File: src/common/qspinor_bus_pkg.sv
package qspinor_bus_pkg;

    localparam int BUS_W = 32;

    typedef enum logic [1:0] {
        ACC_1B = 2'd0,
        ACC_2B = 2'd1,
        ACC_4B = 2'd2
    } bus_acc_t;

    // misaligned halfword or word, or any write into flash space
    function automatic logic bus_fault(input logic [1:0] addr_lo, input bus_acc_t acc,
                                       input logic w_rb);
        logic misalign;
        misalign = (addr_lo[0] && acc != ACC_1B) || (addr_lo == 2'd2 && acc == ACC_4B);
        return misalign || w_rb;
    endfunction

    // byte lane of the last byte in an access
    function automatic logic [1:0] acc_last(input bus_acc_t acc);
        case (acc)
            ACC_4B: return 2'd3;
            ACC_2B: return 2'd1;
            default: return 2'd0;
        endcase
    endfunction

endpackage

File: src/common/qspinor_phy_pkg.sv
package qspinor_phy_pkg;

    typedef enum logic [1:0] {
        LANE_X1 = 2'd0,
        LANE_X2 = 2'd1,
        LANE_X4 = 2'd2
    } lane_w_t;

    // lane modes, named by cmd / addr / data width
    localparam logic [2:0] MODE_111 = 3'd0;
    localparam logic [2:0] MODE_112 = 3'd1;
    localparam logic [2:0] MODE_114 = 3'd2;
    localparam logic [2:0] MODE_122 = 3'd3;
    localparam logic [2:0] MODE_144 = 3'd4;
    localparam logic [2:0] MODE_222 = 3'd5;
    localparam logic [2:0] MODE_444 = 3'd6;

    // configuration word layout
    localparam int CFG_W        = 16;
    localparam int CFG_CMD_LSB  = 8;
    localparam int CFG_CMD_W    = 8;
    localparam int CFG_DCNT_LSB = 4;
    localparam int CFG_DCNT_W   = 4;
    localparam int CFG_DDIR_BIT = 3;
    localparam int CFG_MODE_LSB = 0;
    localparam int CFG_MODE_W   = 3;

endpackage

File: src/logic/qspinor_mode_csr.sv
module qspinor_mode_csr
    import qspinor_phy_pkg::*;
(
    input  logic                  clk,
    input  logic                  rstn,
    input  logic                  csr_we,
    input  logic [CFG_W-1:0]      csr_wdata,
    output logic [CFG_W-1:0]      csr_rdata,
    output lane_w_t               cmd_w,
    output lane_w_t               addr_w,
    output lane_w_t               data_w,
    output logic [CFG_CMD_W-1:0]  cmd_octet,
    output logic [CFG_DCNT_W-1:0] dmy_cnt,
    output logic                  dmy_dir
);

    logic [CFG_W-1:0]      cfg;
    logic [CFG_MODE_W-1:0] mode;

    always_ff @(posedge clk) begin
        if (!rstn) begin
            cfg <= '0;
        end else if (csr_we) begin
            cfg <= csr_wdata;
        end
    end

    assign csr_rdata = cfg;
    assign mode      = cfg[CFG_MODE_LSB +: CFG_MODE_W];
    assign cmd_octet = cfg[CFG_CMD_LSB +: CFG_CMD_W];
    assign dmy_cnt   = cfg[CFG_DCNT_LSB +: CFG_DCNT_W];
    assign dmy_dir   = cfg[CFG_DDIR_BIT];

    // mode 7 falls through to x1 everywhere
    assign cmd_w  = (mode == MODE_444) ? LANE_X4 :
                    (mode == MODE_222) ? LANE_X2 : LANE_X1;
    assign addr_w = (mode inside {MODE_144, MODE_444}) ? LANE_X4 :
                    (mode inside {MODE_122, MODE_222}) ? LANE_X2 : LANE_X1;
    assign data_w = (mode inside {MODE_114, MODE_144, MODE_444}) ? LANE_X4 :
                    (mode inside {MODE_112, MODE_122, MODE_222}) ? LANE_X2 : LANE_X1;

    a_mode_legal: assert property (@(posedge clk) disable iff (!rstn)
        csr_we |=> mode inside {[MODE_111:MODE_444]});

endmodule

File: src/qspinor_read/qspinor_read_seq.sv
module qspinor_read_seq
    import qspinor_bus_pkg::*;
    import qspinor_phy_pkg::*;
#(
    parameter int VA_W = 24
) (
    input  logic                  clk,
    input  logic                  rstn,
    input  logic [VA_W-1:0]       addr,
    input  bus_acc_t              acc,
    input  logic                  w_rb,
    input  logic                  req,
    output logic [BUS_W-1:0]      rdata,
    output logic                  resp,
    output logic                  fault,
    input  lane_w_t               cmd_w,
    input  lane_w_t               addr_w,
    input  lane_w_t               data_w,
    input  logic [CFG_CMD_W-1:0]  cmd_octet,
    input  logic [CFG_DCNT_W-1:0] dmy_cnt,
    output lane_w_t               lane_w,
    output logic                  tx_req,
    output logic [7:0]            tx_byte,
    input  logic                  tx_resp,
    output logic                  rx_req,
    input  logic [7:0]            rx_byte,
    input  logic                  rx_resp,
    output logic                  dmy_req,
    input  logic                  dmy_resp,
    output logic                  csb
);

    typedef enum logic [2:0] {IDLE, PREP, CMD, ADDR, DMY, DATA} state_t;

    state_t      state, next_state;
    logic [3:0]  cnt, next_cnt;  // addr byte, dummy pulse or data byte
    logic        accept;
    logic [23:0] addr_q;
    bus_acc_t    acc_q;

    assign fault  = req && bus_fault(addr[1:0], acc, w_rb);
    assign accept = req && !fault && (state == IDLE);

    always_ff @(posedge clk) begin
        if (accept) begin
            addr_q <= 24'(addr);  // 3-byte address, upper bytes zero
            acc_q  <= acc;
        end
    end

    always_comb begin
        next_state = state;
        next_cnt   = cnt;
        case (state)
            IDLE: begin
                if (accept) begin
                    next_state = PREP;
                end
            end
            PREP: next_state = CMD;
            CMD: begin
                if (tx_resp) begin
                    next_state = ADDR;
                    next_cnt   = 4'd2;
                end
            end
            ADDR: begin
                if (tx_resp) begin
                    if (cnt != 4'd0) begin
                        next_cnt = cnt - 4'd1;
                    end else if (dmy_cnt != '0) begin
                        next_state = DMY;
                        next_cnt   = dmy_cnt;
                    end else begin
                        next_state = DATA;
                        next_cnt   = 4'd0;
                    end
                end
            end
            DMY: begin
                if (dmy_resp) begin
                    if (cnt != 4'd1) begin
                        next_cnt = cnt - 4'd1;
                    end else begin
                        next_state = DATA;
                        next_cnt   = 4'd0;
                    end
                end
            end
            DATA: begin
                if (rx_resp) begin
                    if (cnt[1:0] == acc_last(acc_q)) begin
                        next_state = IDLE;
                        next_cnt   = 4'd0;
                    end else begin
                        next_cnt = cnt + 4'd1;
                    end
                end
            end
            default: next_state = IDLE;
        endcase
    end

    // requests go out in the resp cycle so bytes run back to back
    always_comb begin
        lane_w  = LANE_X1;
        tx_req  = 1'b0;
        rx_req  = 1'b0;
        dmy_req = 1'b0;
        tx_byte = cmd_octet;
        case (next_state)
            CMD: begin
                lane_w = cmd_w;
                tx_req = (state == PREP);
            end
            ADDR: begin
                lane_w  = addr_w;
                tx_req  = tx_resp;
                tx_byte = addr_q[8*next_cnt[1:0] +: 8];  // msb first
            end
            DMY: begin
                lane_w  = addr_w;  // dummy width follows address
                dmy_req = tx_resp || dmy_resp;
            end
            DATA: begin
                lane_w = data_w;
                rx_req = tx_resp || dmy_resp || rx_resp;
            end
            default: ;
        endcase
    end

    always_ff @(posedge clk) begin
        if (!rstn) begin
            state <= IDLE;
            cnt   <= '0;
            resp  <= 1'b0;
            csb   <= 1'b1;
        end else begin
            state <= next_state;
            cnt   <= next_cnt;
            resp  <= (state == DATA) && (next_state == IDLE);
            if (accept) begin
                csb <= 1'b0;
            end else if (resp) begin
                csb <= 1'b1;
            end
        end
    end

    // little endian, byte n of the access in lane n
    always_ff @(posedge clk) begin
        if (state == DATA && rx_resp) begin
            rdata[8*cnt[1:0] +: 8] <= rx_byte;
        end
    end

    a_req_idle: assert property (@(posedge clk) disable iff (!rstn) req |-> csb);
    a_resp_no_fault: assert property (@(posedge clk) disable iff (!rstn) !(resp && fault));

endmodule

File: src/logic/qspinor_shifter.sv
module qspinor_shifter
    import qspinor_phy_pkg::*;
#(
    parameter bit SCLK_IDLE = 1'b0
) (
    input  logic       clk,
    input  logic       rstn,
    input  lane_w_t    lane_w,
    input  logic       tx_req,
    input  logic [7:0] tx_byte,
    output logic       tx_resp,
    input  logic       rx_req,
    output logic [7:0] rx_byte,
    output logic       rx_resp,
    input  logic       dmy_req,
    input  logic       dmy_dir,
    output logic       dmy_resp,
    output logic       sclk,
    output logic [3:0] dir,
    output logic [3:0] mosi,
    input  logic [3:0] miso
);

    typedef enum logic [2:0] {IDLE, TX, RX, DMY_O, DMY_I} state_t;

    state_t     state, next_state;
    logic [3:0] cnt, next_cnt;
    logic [3:0] byte_cnt;
    lane_w_t    w_q;
    logic [7:0] tx_q;
    logic [3:0] lane_oe;

    // two clocks per bit slot
    assign byte_cnt = (lane_w == LANE_X1) ? 4'd15 : (lane_w == LANE_X2) ? 4'd7 : 4'd3;

    always_ff @(posedge clk) begin
        if (!rstn) begin
            state <= IDLE;
            cnt   <= '0;
        end else begin
            state <= next_state;
            cnt   <= next_cnt;
        end
    end

    always_comb begin
        next_state = state;
        next_cnt   = cnt - 4'd1;
        if (cnt == 4'd0) begin  // idle or last slot
            next_cnt = byte_cnt;
            if (tx_req) begin
                next_state = TX;
            end else if (rx_req) begin
                next_state = RX;
            end else if (dmy_req) begin
                next_state = dmy_dir ? DMY_O : DMY_I;
                next_cnt   = 4'd1;
            end else begin
                next_state = IDLE;
                next_cnt   = 4'd0;
            end
        end
    end

    always_ff @(posedge clk) begin
        if (cnt == 4'd0 && (tx_req || rx_req || dmy_req)) begin
            w_q  <= lane_w;
            tx_q <= tx_byte;
        end
    end

    always_ff @(posedge clk) begin
        if (!rstn) begin
            tx_resp  <= 1'b0;
            rx_resp  <= 1'b0;
            dmy_resp <= 1'b0;
        end else begin
            tx_resp  <= (state == TX) && (cnt == 4'd1);
            rx_resp  <= (state == RX) && (cnt == 4'd1);
            dmy_resp <= (state == DMY_O || state == DMY_I) && (cnt == 4'd1);
        end
    end

    assign sclk = (state == IDLE) ? SCLK_IDLE : ~cnt[0];

    always_comb begin
        case (w_q)
            LANE_X1: lane_oe = 4'b0001;
            LANE_X2: lane_oe = 4'b0011;
            default: lane_oe = 4'b1111;
        endcase
    end

    assign dir = (state == TX || state == DMY_O) ? lane_oe : 4'b0000;

    always_comb begin
        mosi = 4'b0000;  // also the dummy-out level
        if (state == TX) begin
            case (w_q)
                LANE_X1: mosi = {3'b000, tx_q[cnt[3:1]]};
                LANE_X2: mosi = {2'b00, tx_q[{cnt[2:1], 1'b0} +: 2]};
                default: mosi = tx_q[{cnt[1], 2'b00} +: 4];
            endcase
        end
    end

    // captured on the edge that raises sclk
    always_ff @(posedge clk) begin
        if (state == RX && cnt[0]) begin
            case (w_q)
                LANE_X1: rx_byte[cnt[3:1]] <= miso[1];
                LANE_X2: rx_byte[{cnt[2:1], 1'b0} +: 2] <= miso[1:0];
                default: rx_byte[{cnt[1], 2'b00} +: 4] <= miso;
            endcase
        end
    end

    a_one_req: assert property (@(posedge clk) disable iff (!rstn)
        $onehot0({tx_req, rx_req, dmy_req}));

endmodule

File: src/logic/qspinor_top.sv
module qspinor_top
    import qspinor_bus_pkg::*;
    import qspinor_phy_pkg::*;
#(
    parameter int VA_W      = 24,
    parameter bit SCLK_IDLE = 1'b0
) (
    input  logic             clk,
    input  logic             rstn,
    input  logic [VA_W-1:0]  addr,
    input  bus_acc_t         acc,
    input  logic             w_rb,
    input  logic             req,
    output logic [BUS_W-1:0] rdata,
    output logic             resp,
    output logic             fault,
    input  logic             csr_we,
    input  logic [CFG_W-1:0] csr_wdata,
    output logic [CFG_W-1:0] csr_rdata,
    output logic             csb,
    output logic             sclk,
    output logic [3:0]       dir,
    output logic [3:0]       mosi,
    input  logic [3:0]       miso
);

    lane_w_t               cmd_w, addr_w, data_w, lane_w;
    logic [CFG_CMD_W-1:0]  cmd_octet;
    logic [CFG_DCNT_W-1:0] dmy_cnt;
    logic                  dmy_dir;
    logic                  tx_req, tx_resp, rx_req, rx_resp, dmy_req, dmy_resp;
    logic [7:0]            tx_byte, rx_byte;

    qspinor_mode_csr qspinor_mode_csr_i (
        .clk       (clk),
        .rstn      (rstn),
        .csr_we    (csr_we),
        .csr_wdata (csr_wdata),
        .csr_rdata (csr_rdata),
        .cmd_w     (cmd_w),
        .addr_w    (addr_w),
        .data_w    (data_w),
        .cmd_octet (cmd_octet),
        .dmy_cnt   (dmy_cnt),
        .dmy_dir   (dmy_dir)
    );

    qspinor_read_seq #(.VA_W(VA_W)) qspinor_read_seq_i (
        .clk       (clk),
        .rstn      (rstn),
        .addr      (addr),
        .acc       (acc),
        .w_rb      (w_rb),
        .req       (req),
        .rdata     (rdata),
        .resp      (resp),
        .fault     (fault),
        .cmd_w     (cmd_w),
        .addr_w    (addr_w),
        .data_w    (data_w),
        .cmd_octet (cmd_octet),
        .dmy_cnt   (dmy_cnt),
        .lane_w    (lane_w),
        .tx_req    (tx_req),
        .tx_byte   (tx_byte),
        .tx_resp   (tx_resp),
        .rx_req    (rx_req),
        .rx_byte   (rx_byte),
        .rx_resp   (rx_resp),
        .dmy_req   (dmy_req),
        .dmy_resp  (dmy_resp),
        .csb       (csb)
    );

    qspinor_shifter #(.SCLK_IDLE(SCLK_IDLE)) qspinor_shifter_i (
        .clk      (clk),
        .rstn     (rstn),
        .lane_w   (lane_w),
        .tx_req   (tx_req),
        .tx_byte  (tx_byte),
        .tx_resp  (tx_resp),
        .rx_req   (rx_req),
        .rx_byte  (rx_byte),
        .rx_resp  (rx_resp),
        .dmy_req  (dmy_req),
        .dmy_dir  (dmy_dir),  // straight from the register
        .dmy_resp (dmy_resp),
        .sclk     (sclk),
        .dir      (dir),
        .mosi     (mosi),
        .miso     (miso)
    );

endmodule

File: config.mk
export PLATFORM = sky130hd
export DESIGN_NAME = qspinor_top
export DESIGN_NICKNAME = d
export VERILOG_FILES = /design/src/common/qspinor_bus_pkg.sv /design/src/common/qspinor_phy_pkg.sv /design/src/logic/qspinor_mode_csr.sv /design/src/qspinor_read/qspinor_read_seq.sv /design/src/logic/qspinor_shifter.sv /design/src/logic/qspinor_top.sv
export SDC_FILE = /design/constraint.sdc
export NUM_CORES = 1
export LEC_CHECK = 0
export BUFFER_PORTS_ARGS = -buffer_cell sky130_fd_sc_hd__buf_2
export CAP_MARGIN = 0
export CORE_MARGIN = 2
export CORE_UTILIZATION = 59
export CTS_BUF_LIST = sky130_fd_sc_hd__clkbuf_8
export DETAILED_ROUTE_END_ITERATION = 10
export GPL_TIMING_DRIVEN = 1
export PLACE_DENSITY_LB_ADDON = 0.1
export SLEW_MARGIN = 20
export SYNTH_ARGS = -nofsm -noshare
export SYNTH_HDL_FRONTEND = slang
export SYNTH_SLANG_ARGS = --single-unit
File: constraint.sdc
create_clock -name clk -period 6.8 [get_ports clk]
set_clock_uncertainty 0.05 [all_clocks]
set_input_delay 0.34 -clock clk [delete_from_list [all_inputs] [get_ports clk]]
set_output_delay 0.34 -clock clk [all_outputs]
set_load 0.01 [all_outputs]
## After elaboration in Yosys (flattened, before gate mapping)

Cells that the tools add are included.

- Register bits after elaboration: 111
- Word-level logic and storage cells: 165

- Add/subtract/negate cells: 6
- Magnitude comparators: 2
- Equal/unequal tests: 32
- Shift-type cells: 9
- Muxes and demuxes: 59
- Bitwise operators: 1
- Reductions and logical operators: 39

Operators by type and width:

| operator | number |
|---|---|
| two-way mux 4 bit | 14 |
| two-way mux 3 bit | 13 |
| negation 5 -> 34 bit | 1 |
| variable shift 8 x 34 -> 32 bit (first input constant) | 1 |
| variable part select 8 x 34 -> 32 bit | 1 |
| bitwise mux 32 bit | 1 |
| bitwise mux 8 bit | 3 |
| equality test 3 x 2 -> 1 bit (second input constant) | 8 |
| equality test 3 bit (second input constant) | 8 |
| variable part select 24 x 6 -> 8 bit | 1 |
| case mux 3 bit (6 select lines) | 1 |
| case mux 4 bit (2 select lines) | 2 |
| case mux 4 bit (4 select lines) | 1 |
| case mux 8 bit (2 select lines) | 1 |
| logical AND 1 bit | 13 |
| two-way mux 1 bit | 12 |
| nonzero test 4 bit | 3 |
| two-way mux 2 bit | 5 |
| negation 3 -> 5 bit | 2 |
| equality test 3 x 1 -> 1 bit (second input constant) | 3 |
| logical NOT 3 bit | 3 |
| logical OR 1 bit | 8 |
| two-way mux 8 bit | 1 |
| != test 2 x 1 -> 1 bit (second input constant) | 4 |
| 28 further kinds | 38 |

## Depth between registers and ports, before layout

Gate-level depths: netlist of the first run.

- Depth in word-level cells: 19
- Depth in mapped cells: 11

## Hierarchy

Synthesis of the first run repeated with hierarchy kept, for this count alone.

- Cell total of the unflattened synthesis: 524
- Area total of the unflattened synthesis: 5,820.6 µm²

Modules (own cells, without submodules):

| module | times used | cells each | area each (µm²) | seq. area each (µm²) |
|---|---|---|---|---|
| qspinor_read_seq | 1 | 260 | 3,265.6 | 1,921.8 |
| qspinor_shifter | 1 | 191 | 1,791.7 | 740.7 |
| qspinor_mode_csr | 1 | 73 | 763.2 | 320.3 |

## Worst setup path before layout of the first run

No wires, ideal clock.

- Path type: input-to-reg
- Start point: in addr[1]
- End point: reg qspinor_shifter_i.tx_q[0], enable pin
- Setup time: 0.381 ns
- Data arrival time: 3.660 ns
- Data required time: 6.369 ns
- Setup slack: 2.710 ns
- Stages: 6
- Path buffers: 0
- Cells stage by stage: nor2b_1 -> o22a_1 -> nor3_1 -> nor4_4 -> a221oi_2 -> o21bai_1

- Longest elaborated chain between the ends: 15

RTL lines:

| what | RTL line | text |
|---|---|---|
| start, declared | qspinor_top.sv:10 | `input logic [VA_W-1:0] addr,` |
| equality test 2 bit (*) | qspinor_bus_pkg.sv:15 | `misalign = (addr_lo[0] && acc != ACC_1B) \|\| (addr_lo == 2'd2 && acc == ACC_4B);` |
| logical AND 1 bit (*) | qspinor_bus_pkg.sv:15 |  |
| logical OR 1 bit (*) | qspinor_bus_pkg.sv:15 |  |
| logical OR 1 bit (*) | qspinor_bus_pkg.sv:16 | `return misalign \|\| w_rb;` |
| logical AND 1 bit (*) | qspinor_read_seq.sv:41 | `assign fault = req && bus_fault(addr[1:0], acc, w_rb);` |
| logical NOT 1 bit (*) | qspinor_read_seq.sv:42 | `assign accept = req && !fault && (state == IDLE);` |
| logical AND 1 bit (*) (2 in a row) | qspinor_read_seq.sv:42 |  |
| net qspinor_read_seq_i.accept | qspinor_read_seq.sv:37 | `logic accept;` |
| two-way mux 3 bit (*) | qspinor_read_seq.sv:56 | `if (accept) begin` |
| case mux 3 bit (6 select lines) (*) | qspinor_read_seq.sv:54 | `case (state)` |
| equality test 3 x 2 -> 1 bit or equality test 3 bit (tied branches) | qspinor_read_seq.sv:111 | `case (next_state)` |
| case mux 1 bit (2 select lines) or two-way mux 1 bit (tied branches) | qspinor_read_seq.sv:111 |  |
| logical OR 1 bit | qspinor_shifter.sv:66 | `if (cnt == 4'd0 && (tx_req \|\| rx_req \|\| dmy_req)) begin` |
| logical OR 1 bit (*) | qspinor_shifter.sv:66 |  |
| logical AND 1 bit (*) | qspinor_shifter.sv:66 |  |
| end signal, assigned | qspinor_shifter.sv:68 | `tx_q <= tx_byte;` |
| end, declared | qspinor_shifter.sv:30 | `logic [7:0] tx_q;` |

Mark *: on every way through the listed nets, which the timed path passes. The rest lies on a longest branch.
A chain may end at the register's enable or synchronous reset.

## Final worst setup path of the first run

- Start point: reg qspinor_shifter_i.cnt[1]
- End point: out mosi[0]

- Longest elaborated chain between the ends: 4

RTL lines:

| what | RTL line | text |
|---|---|---|
| start, declared | qspinor_shifter.sv:27 | `logic [3:0] cnt, next_cnt;` |
| start signal, assigned | qspinor_shifter.sv:42 | `cnt <= next_cnt;` |
| binary-select mux 1 bit (select 3 bit) | qspinor_shifter.sv:100 | `LANE_X1: mosi = {3'b000, tx_q[cnt[3:1]]};` |
| two-way mux 1 bit (not written as such) | qspinor_shifter.sv:100 |  |
| case mux 4 bit (2 select lines) (*) | qspinor_shifter.sv:99 | `case (w_q)` |
| two-way mux 4 bit (*) | qspinor_shifter.sv:98 | `if (state == TX) begin` |
| end, declared | qspinor_top.sv:23 | `output logic [3:0] mosi,` |

Every way passes the cells marked *; elsewhere a longest branch is shown, timed or not. The select of a mux whose other input is x is not followed.

==> results of run 1 <==
metal layers:
metal	vias to the layer above	global-route usage
met2	115	0.380
met1	1870	0.333
met4	0	0.0811
met5	-	0
li1	1967	-
met3	12	0.0334
kinds of logic after synthesis:
logic type,after synthesis
AOI/OAI and AO/OA,96
and+or+nand+nor,190
muxes,36
buffers and inverters,32
xor gates and xnor gates,5
DFF,111
adders and majority gates,15
layout make-up:
type / instances / area share
Inverter: 8 / 0.00481
Tap cell: 111 / 0.0223
Sequential cell: 111 / 0.478
Clock inverter: 7 / 0.0148
Timing Repair Buffer: 111 / 0.0894
Clock buffer: 9 / 0.0199
Multi-Input combinational cell: 342 / 0.371
cell usage in the layout (no fill, tap or decap), types with 3 or more instances in the layout:
master / netlist / final
buf_2: 4 / 110
edfxtp_1: 76 / 76
nor2_1: 51 / 51
and2_1: 42 / 42
dfxtp_1: 35 / 35
a21oi_1: 26 / 26
nand2_1: 23 / 23
o21ai_0: 21 / 21
mux2i_1: 21 / 21
nand3_1: 19 / 19
ha_1: 15 / 15
mux2_2: 13 / 13
a22oi_1: 10 / 10
nand2b_1: 10 / 10
nor2b_1: 9 / 9
clkbuf_8: 0 / 9
nor3b_1: 7 / 7
nor3_1: 8 / 7
inv_1: 6 / 6
a31oi_1: 6 / 6
nand4_1: 4 / 4
nand3b_1: 3 / 3
xnor2_1: 3 / 3
o21a_1: 3 / 3
a211oi_1: 3 / 3
o211ai_1: 3 / 3
or3_1: 3 / 3
clkinv_4: 0 / 3
per-stage QoR:
| step | std cells | area (sq um) |
|---|---|---|
| after global routing | 699 | 6240 |
| after floorplan | 485 | 5440 |
| after detailed placement | 683 | 6020 |
| final | 699 | 6240 |
| after CTS | 699 | 6240 |
| after global placement | 683 | 6020 |
registers in the layout, summed over array words and instances, names as in the netlist:
register	flops
qspinor_shifter_i.tx_q	8
qspinor_read_seq_i.acc_q	2
qspinor_shifter_i.cnt	4
qspinor_read_seq_i.resp	1
qspinor_shifter_i.w_q	2
qspinor_shifter_i.rx_byte	8
qspinor_read_seq_i.cnt	4
qspinor_shifter_i.dmy_resp	1
qspinor_read_seq_i.addr_q	24
qspinor_shifter_i.tx_resp	1
qspinor_shifter_i.rx_resp	1
qspinor_read_seq_i.csb	1
qspinor_mode_csr_i.csr_rdata	16
qspinor_read_seq_i.rdata	32
qspinor_read_seq_i.state	3
qspinor_shifter_i.state	3
power breakdown:
group / internal [mW] / leakage (nW) / total, mW / switching [mW]
combinational: 0.125 / 1.34 / 0.295 / 0.169
clock: 0.180 / 0.109 / 0.422 / 0.242
sequential: 0.746 / 0.934 / 0.797 / 0.0513
total: 1.05 / 2.38 / 1.51 / 0.463
worst max path at each step:
stage | to | slack, ns | cells past startpoint
4_1_cts | mosi[0] | 3.54 | 7
6_report | mosi[0] | 3.54 | 7
3_5_place_dp | qspinor_shifter_i.tx_q[6] | 3.60 | 7
3_3_place_gp | qspinor_shifter_i.tx_q[0] | 3.71 | 9
2_1_floorplan | qspinor_shifter_i.tx_q[0] | 2.71 | 6
5_1_grt | qspinor_shifter_i.tx_q[7] | 3.30 | 7
==> flow_metrics.env, run 1 <==
export IMPL_cp_buffers_inverters=2
export IMPL_ant_nets=0
export IMPL_dieArea_sq_mm=0.0100
export IMPL_die_w_microns=100
export IMPL_crit_start="qspinor_shifter_i.cnt[1]"
export IMPL_synth_adder_area_share=0.0345
export IMPL_grt_pass1_vias=3762
export IMPL_critPathSlowestCell="dfxtp_1"
export IMPL_setup_viol=0
export IMPL_numClockSinks=111
export IMPL_final_nets=649
export IMPL_cts_buffer_depth=2
export IMPL_min_period_ns=3.26
export IMPL_path_class="reg2out"
export IMPL_r2r_setup_slack_ns=3.59
export IMPL_finalSetupTns_ns=0
export IMPL_multiInputGateArea_sq_mm=0.00231
export IMPL_first_pass_iters=4
export IMPL_antenna_found_initial=0
export IMPL_cts_root_buf="clkbuf_8"
export IMPL_post_cts_setup_buffers=0
export IMPL_syn_avg_cell_area_sq_um=11.2
export IMPL_arrival_ns=2.87
export IMPL_path_cells="clkinv_1 -> a21oi_1 -> a21oi_1 -> nor2_1 -> a211oi_1 -> a211oi_1 -> buf_2"
export IMPL_wl_per_cell_microns=16.4
export IMPL_grt_overflow=0
export IMPL_pre_cts_ws_ns=3.60
export IMPL_clk_latency_ns=0.38
export IMPL_synthCells=485
export IMPL_peakVddDrop_mv=0.140
export IMPL_synth_common_cells="76 x edfxtp_1, 51 x nor2_1, 42 x and2_1"
export IMPL_wl_met2_microns=5350
export IMPL_route_detailed_drc=0
export IMPL_max_cap_violations=0
export IMPL_reg2regPathDepth=7
export IMPL_timing_hold_ws_ns=0.0871
export IMPL_yosysWarningCount=0
export IMPL_r2r_end="qspinor_shifter_i.tx_q[7]"
export IMPL_final_layout_size_suffix_gt1_frac=0.260
export IMPL_yosysMostFrequentCell="edfxtp_1"
export IMPL_yosysSeqAreaShare=0.549
export IMPL_synth_area_leaders="edfxtp_1 42%, dfxtp_1 13%, and2_1 4.8%, mux2i_1 3.9%, nor2_1 3.5%"
export IMPL_ioPinCount=111
export IMPL_critPathTopFamily="flip-flops"
export IMPL_top_layer="met4"
export IMPL_dieHeight_microns=100
export IMPL_syn_area_sq_mm=0.00544
export IMPL_synth_xor_area_frac=0.00806
export IMPL_area_sequential_sq_mm=0.00298
export IMPL_cts_tree="done"
export IMPL_grt_start_max_net_pins=30
export IMPL_dr_total_vias=3964
export IMPL_synthDistinctLibCells=64
export IMPL_routed_wirelength_microns=11500
export IMPL_async_flop_share=0
export IMPL_period_share=0.480
export IMPL_powerDensity_mw_per_mm2=243
export IMPL_cp_max_fo=29
export IMPL_cpPeakStageDelay_ns=1.01
export IMPL_cts_buffers_inserted=9
export IMPL_synth_compound_area_frac=0.121
export IMPL_status="completed"
export IMPL_grt_pass1_wl_microns=18700
export IMPL_drtIter0Drc=241
export IMPL_synthSimpleGateAreaFrac=0.189
export IMPL_drv_slew=0
export IMPL_met3WireLength_microns=487
export IMPL_min_path_type="in2reg"
export IMPL_met1_length_microns=5500
export IMPL_antenna_cells=0
export IMPL_hold_path_endpoint="qspinor_read_seq_i.addr_q[6]"
export IMPL_synth_ff_type="edfxtp_1"
export IMPL_holdPathStages=1
export IMPL_muxShareOfSynthArea=0.0725
export IMPL_holdBufCountCts=0
export IMPL_dp_hpwl_microns=8260
export IMPL_core_area_sq_mm=0.00911
export IMPL_portBuffers=110
export IMPL_htree_levels=3
export IMPL_grt_usage=0.236
export IMPL_worstReg2RegStart="qspinor_read_seq_i.cnt[0]"
export IMPL_synth_top_family_by_area="simple AND/OR/NAND/NOR gates"
export IMPL_synth_edf_count=76
export IMPL_via_per_inst=5.67
export IMPL_timing_fmax_ghz=0.307
export IMPL_finalHoldViolCount=0
export IMPL_synth_seq_cells=111
export IMPL_gp_congestion=0.874
export IMPL_area_growth_syn_to_layout_pct=14.8
export IMPL_start_kind="flip-flop"
export IMPL_utilization=0.685
export IMPL_hold_path_startpoint="addr[6]"
export IMPL_p_total_mw=1.51
export IMPL_synth_top_area_share=0.420
export IMPL_rsz0062_at_grt="false"
export IMPL_clk_pin_slew_worst_paths_ns=0.12
export IMPL_slew_headroom=0.328
export IMPL_synth_top_cell_by_area="edfxtp_1"
export IMPL_initial_core_util=0.597
export IMPL_cts_resized=0
export IMPL_worst_ep_required_time_ns=6.41
export IMPL_fillCellCount=736
export IMPL_leakagePower_nw=2.38
export IMPL_worst_pin_slew_ns=1.01
export IMPL_std_cell_rows=35
export IMPL_syn_nets=551
export IMPL_cp_end_kind="primary output"
export IMPL_fin_ws_ns=3.54
Note: power is estimated with default switching activity, not from simulation.
==> run 2, diff against run 1 <==
--- a/config.mk
+++ b/config.mk
@@ -5,10 +5,11 @@
 export SDC_FILE = /design/constraint.sdc
 export NUM_CORES = 1
 export LEC_CHECK = 0
+export ABC_AREA = 1
 export BUFFER_PORTS_ARGS = -buffer_cell sky130_fd_sc_hd__buf_2
 export CAP_MARGIN = 0
 export CORE_MARGIN = 2
-export CORE_UTILIZATION = 59
+export CORE_UTILIZATION = 57
 export CTS_BUF_LIST = sky130_fd_sc_hd__clkbuf_8
 export DETAILED_ROUTE_END_ITERATION = 10
 export GPL_TIMING_DRIVEN = 1
==> constraint.sdc (replaced) <==
create_clock -name clk -period 3.1 [get_ports clk]
set_clock_uncertainty 0.05 [all_clocks]
set_input_delay 0.155 -clock clk [delete_from_list [all_inputs] [get_ports clk]]
set_output_delay 0.155 -clock clk [all_outputs]
set_load 0.01 [all_outputs]
==> flow_metrics.env, run 2 <==
export IMPL_worst_ep_required_time_ns=2.89
export IMPL_start_kind="flip-flop"
export IMPL_synthDistinctLibCells=48
export IMPL_peakVddDrop_mv=0.287
export IMPL_numClockSinks=111
export IMPL_routed_wirelength_microns=13800
export IMPL_grt_pass1_vias=4665
export IMPL_finalSetupTns_ns=0
export IMPL_syn_area_sq_mm=0.00554
export IMPL_synth_seq_cells=111
export IMPL_placed_area_sq_mm=0.00616
export IMPL_holdPathStages=3
export IMPL_timing_hold_ws_ns=-0.000632
export IMPL_largest_register_ffs=32
export IMPL_use_met1=0.341
export IMPL_yosysSeqAreaShare=0.539
export IMPL_powerDensity_mw_per_mm2=482
export IMPL_area_growth_syn_to_layout_pct=21.6
export IMPL_seqPwrFrac=0.529
export IMPL_min_period_ns=2.73
export IMPL_final_layout_size_suffix_gt1_frac=0.220
export IMPL_worst_pin_slew_ns=0.757
export IMPL_die_w_microns=103
export IMPL_worstReg2RegStart="qspinor_shifter_i.cnt[1]"
export IMPL_grt_pass1_wl_microns=22500
export IMPL_cts_buffers_inserted=9
export IMPL_violations="negative hold slack"
export IMPL_syn_avg_cell_area_sq_um=9.07
export IMPL_reg2regPathDepth=6
export IMPL_synth_edf_count=76
export IMPL_min_path_type="in2reg"
export IMPL_synth_adder_area_share=0.0339
export IMPL_yosysWarningCount=0
export IMPL_max_cap_violations=0
export IMPL_finalHoldViolCount=1
export IMPL_wl_per_cell_microns=15.7
export IMPL_path_cells="inv_1 -> nand2_1 -> o21ai_0 -> nand2_1 -> o2111ai_1 -> o21ai_0 -> a31oi_1 -> buf_2"
export IMPL_r2r_setup_slack_ns=0.45
export IMPL_cp_max_fo=21
export IMPL_cp_end_kind="primary output"
export IMPL_synth_area_leaders="edfxtp_1 41%, dfxtp_1 13%, nand2_1 6.4%, nor2_1 6.0%, nand3_1 4.6%"
export IMPL_portBuffers=110
export IMPL_htree_levels=3
export IMPL_grt_overflow=0
export IMPL_antenna_found_initial=0
export IMPL_gp_congestion=0.903
export IMPL_synth_top_family_by_area="simple AND/OR/NAND/NOR gates"
export IMPL_cts_resized=0
export IMPL_syn_nets=677
export IMPL_most_common_layout_cells="110 x buf_2, 95 x nand2_1, 89 x nor2_1"
export IMPL_cts_buffer_depth=2
export IMPL_synthCells=611
export IMPL_slew_headroom=0.493
export IMPL_met3_usage=0.0427
export IMPL_first_pass_iters=5
export IMPL_multiInputGateArea_sq_mm=0.00219
export IMPL_via_per_inst=5.52
export IMPL_p_int_mw=2.20
export IMPL_critPathTopFamily="flip-flops"
export IMPL_std_cell_rows=35
export IMPL_switchingPower_mw=1.05
export IMPL_ioPinCount=111
export IMPL_drtIter0Drc=240
export IMPL_hold_path_endpoint="qspinor_mode_csr_i.csr_rdata[6]"
export IMPL_grt_busiest_layer="met2"
export IMPL_cts_tree="done"
export IMPL_core_area_sq_mm=0.00933
export IMPL_final_area_sq_mm=0.00674
export IMPL_cpPeakStageDelay_ns=0.76
export IMPL_setup_viol=0
export IMPL_timing_fmax_ghz=0.366
export IMPL_yosysMostFrequentCell="nand2_1"
export IMPL_muxShareOfSynthArea=0
export IMPL_utilization=0.722
export IMPL_grt_usage=0.275
export IMPL_cts_root_buf="clkbuf_8"
export IMPL_status="finished, violations left"
export IMPL_grtUsageMet2=0.487
export IMPL_netSwitchingFraction=0.322
export IMPL_final_nets=816
export IMPL_grt_start_max_net_pins=27
export IMPL_dp_hpwl_microns=9860
export IMPL_final_common_cell="buf_2"
export IMPL_combinationalPowerShare=0.196
export IMPL_p_clk_frac=0.274
export IMPL_initial_core_util=0.594
export IMPL_ant_nets=0
export IMPL_drv_slew=0
export IMPL_period_share=0.882
export IMPL_hold_path_startpoint="csr_wdata[6]"
export IMPL_synth_top_area_share=0.412
export IMPL_synth_compound_area_frac=0.113
export IMPL_route_detailed_drc=0
export IMPL_dr_total_vias=4884
export IMPL_synth_top_cell_by_area="edfxtp_1"
export IMPL_async_flop_share=0
export IMPL_arrival_ns=2.53
export IMPL_cp_buffers_inverters=2
export IMPL_clk_latency_ns=0.38
export IMPL_dieHeight_microns=103
export IMPL_synth_ff_type="edfxtp_1"
export IMPL_leakagePower_nw=2.82
export IMPL_dieArea_sq_mm=0.0105
export IMPL_rsz0062_at_grt="false"
export IMPL_synthSimpleGateAreaFrac=0.244
export IMPL_clk_pin_slew_worst_paths_ns=0.12
export IMPL_area_sequential_sq_mm=0.00298
export IMPL_path_class="reg2out"
export IMPL_critPathSlowestCell="dfxtp_1"
export IMPL_synth_xor_area_frac=0.00316
export IMPL_synth_common_cells="95 x nand2_1, 89 x nor2_1, 76 x edfxtp_1"
export IMPL_fillCellCount=740
export IMPL_antenna_cells=0
export IMPL_r2r_end="qspinor_shifter_i.rx_byte[5]"
==> run 2: cell types whose count changed after synthesis, moves of 21 or more <==
cell     before  now
o21ai_0      21   42
nand2_1      23   95
nor2_1       51   89
mux2i_1      21    0
and2_1       42    1
nand3_1      19   51
inv_1         6   60
==> run 2: through the flow <==
stage | setup slack (ns) | instances | total power, mW
final | 0.366 | 884 | 3.24
after CTS | 0.403 | 884 | 3.22
after global routing | 0.132 | 884 | 3.38
after global placement | 0.578 | 832 | 2.32
after detailed placement | 0.489 | 832 | 2.33
after floorplan | 0.758 | 611 | 2.15
==> run 2: tightest hold or removal path, delay by kind of cell <==
family	cells	cell delay (ns)
buf+inv	1	0.07
compound gates	2	0.17
==> run 2: what timing repair did <==
| action | CTS | global route |
|---|---|---|
| buffers inserted | 0 | 0 |
| hold buffers | 36 | 0 |
| hold endpoints to repair | 36 | 0 |
==> run 2: logic make-up after synthesis <==
group,Yosys count
AND/OR/NAND/NOR,288
flip-flops,111
AO/OA/AOI/OAI,106
buffers and inverters,89
adder cells (fa/ha/maj),15
XOR/XNOR,2
==> run 2: worst max-delay path by stage <==
| stage | start | endpoint | slack [ns] | cells past startpoint |
|---|---|---|---|---|
| finish | qspinor_shifter_i.cnt[1] | mosi[0] | 0.37 | 8 |
| global route | qspinor_shifter_i.cnt[1] | mosi[0] | 0.13 | 7 |
| CTS | qspinor_shifter_i.cnt[1] | mosi[0] | 0.40 | 7 |
| detailed placement | qspinor_shifter_i.cnt[1] | qspinor_shifter_i.tx_q[5] | 0.49 | 6 |
| global placement | qspinor_shifter_i.cnt[1] | qspinor_shifter_i.tx_q[6] | 0.58 | 6 |
| floorplan | qspinor_shifter_i.cnt[1] | qspinor_shifter_i.tx_q[0] | 0.76 | 8 |
==> run 2: layout make-up <==
cell class | count | share of cell area
clock buffer | 9 | 0.0184
inverter | 68 | 0.0386
sequential | 111 | 0.443
timing repair buffer | 149 | 0.139
multi-input combinational | 411 | 0.325
clock inverter | 7 | 0.0128
tap | 129 | 0.0240
==> run 2: routing by layer <==
| layer | share of wire | up-vias | wire length (microns) |
|---|---|---|---|
| met1 | 0.42 | 2296 | 5870 |
| met3 | 0.059 | 27 | 818 |
| met2 | 0.50 | 197 | 6860 |
| li1 | - | 2364 | - |
| met4 | 0.022 | 0 | 299 |
| met5 | 0 | - | 0 |
==> run 2: power groups by stage <==
stage | combinational (mW) | sequential, mW | clock, mW
final | 0.637 | 1.72 | 0.890
after global routing | 0.721 | 1.73 | 0.932
after CTS | 0.624 | 1.71 | 0.885
after detailed placement | 0.587 | 1.75 | 0
after global placement | 0.572 | 1.74 | 0
after floorplan | 0.434 | 1.71 | 0
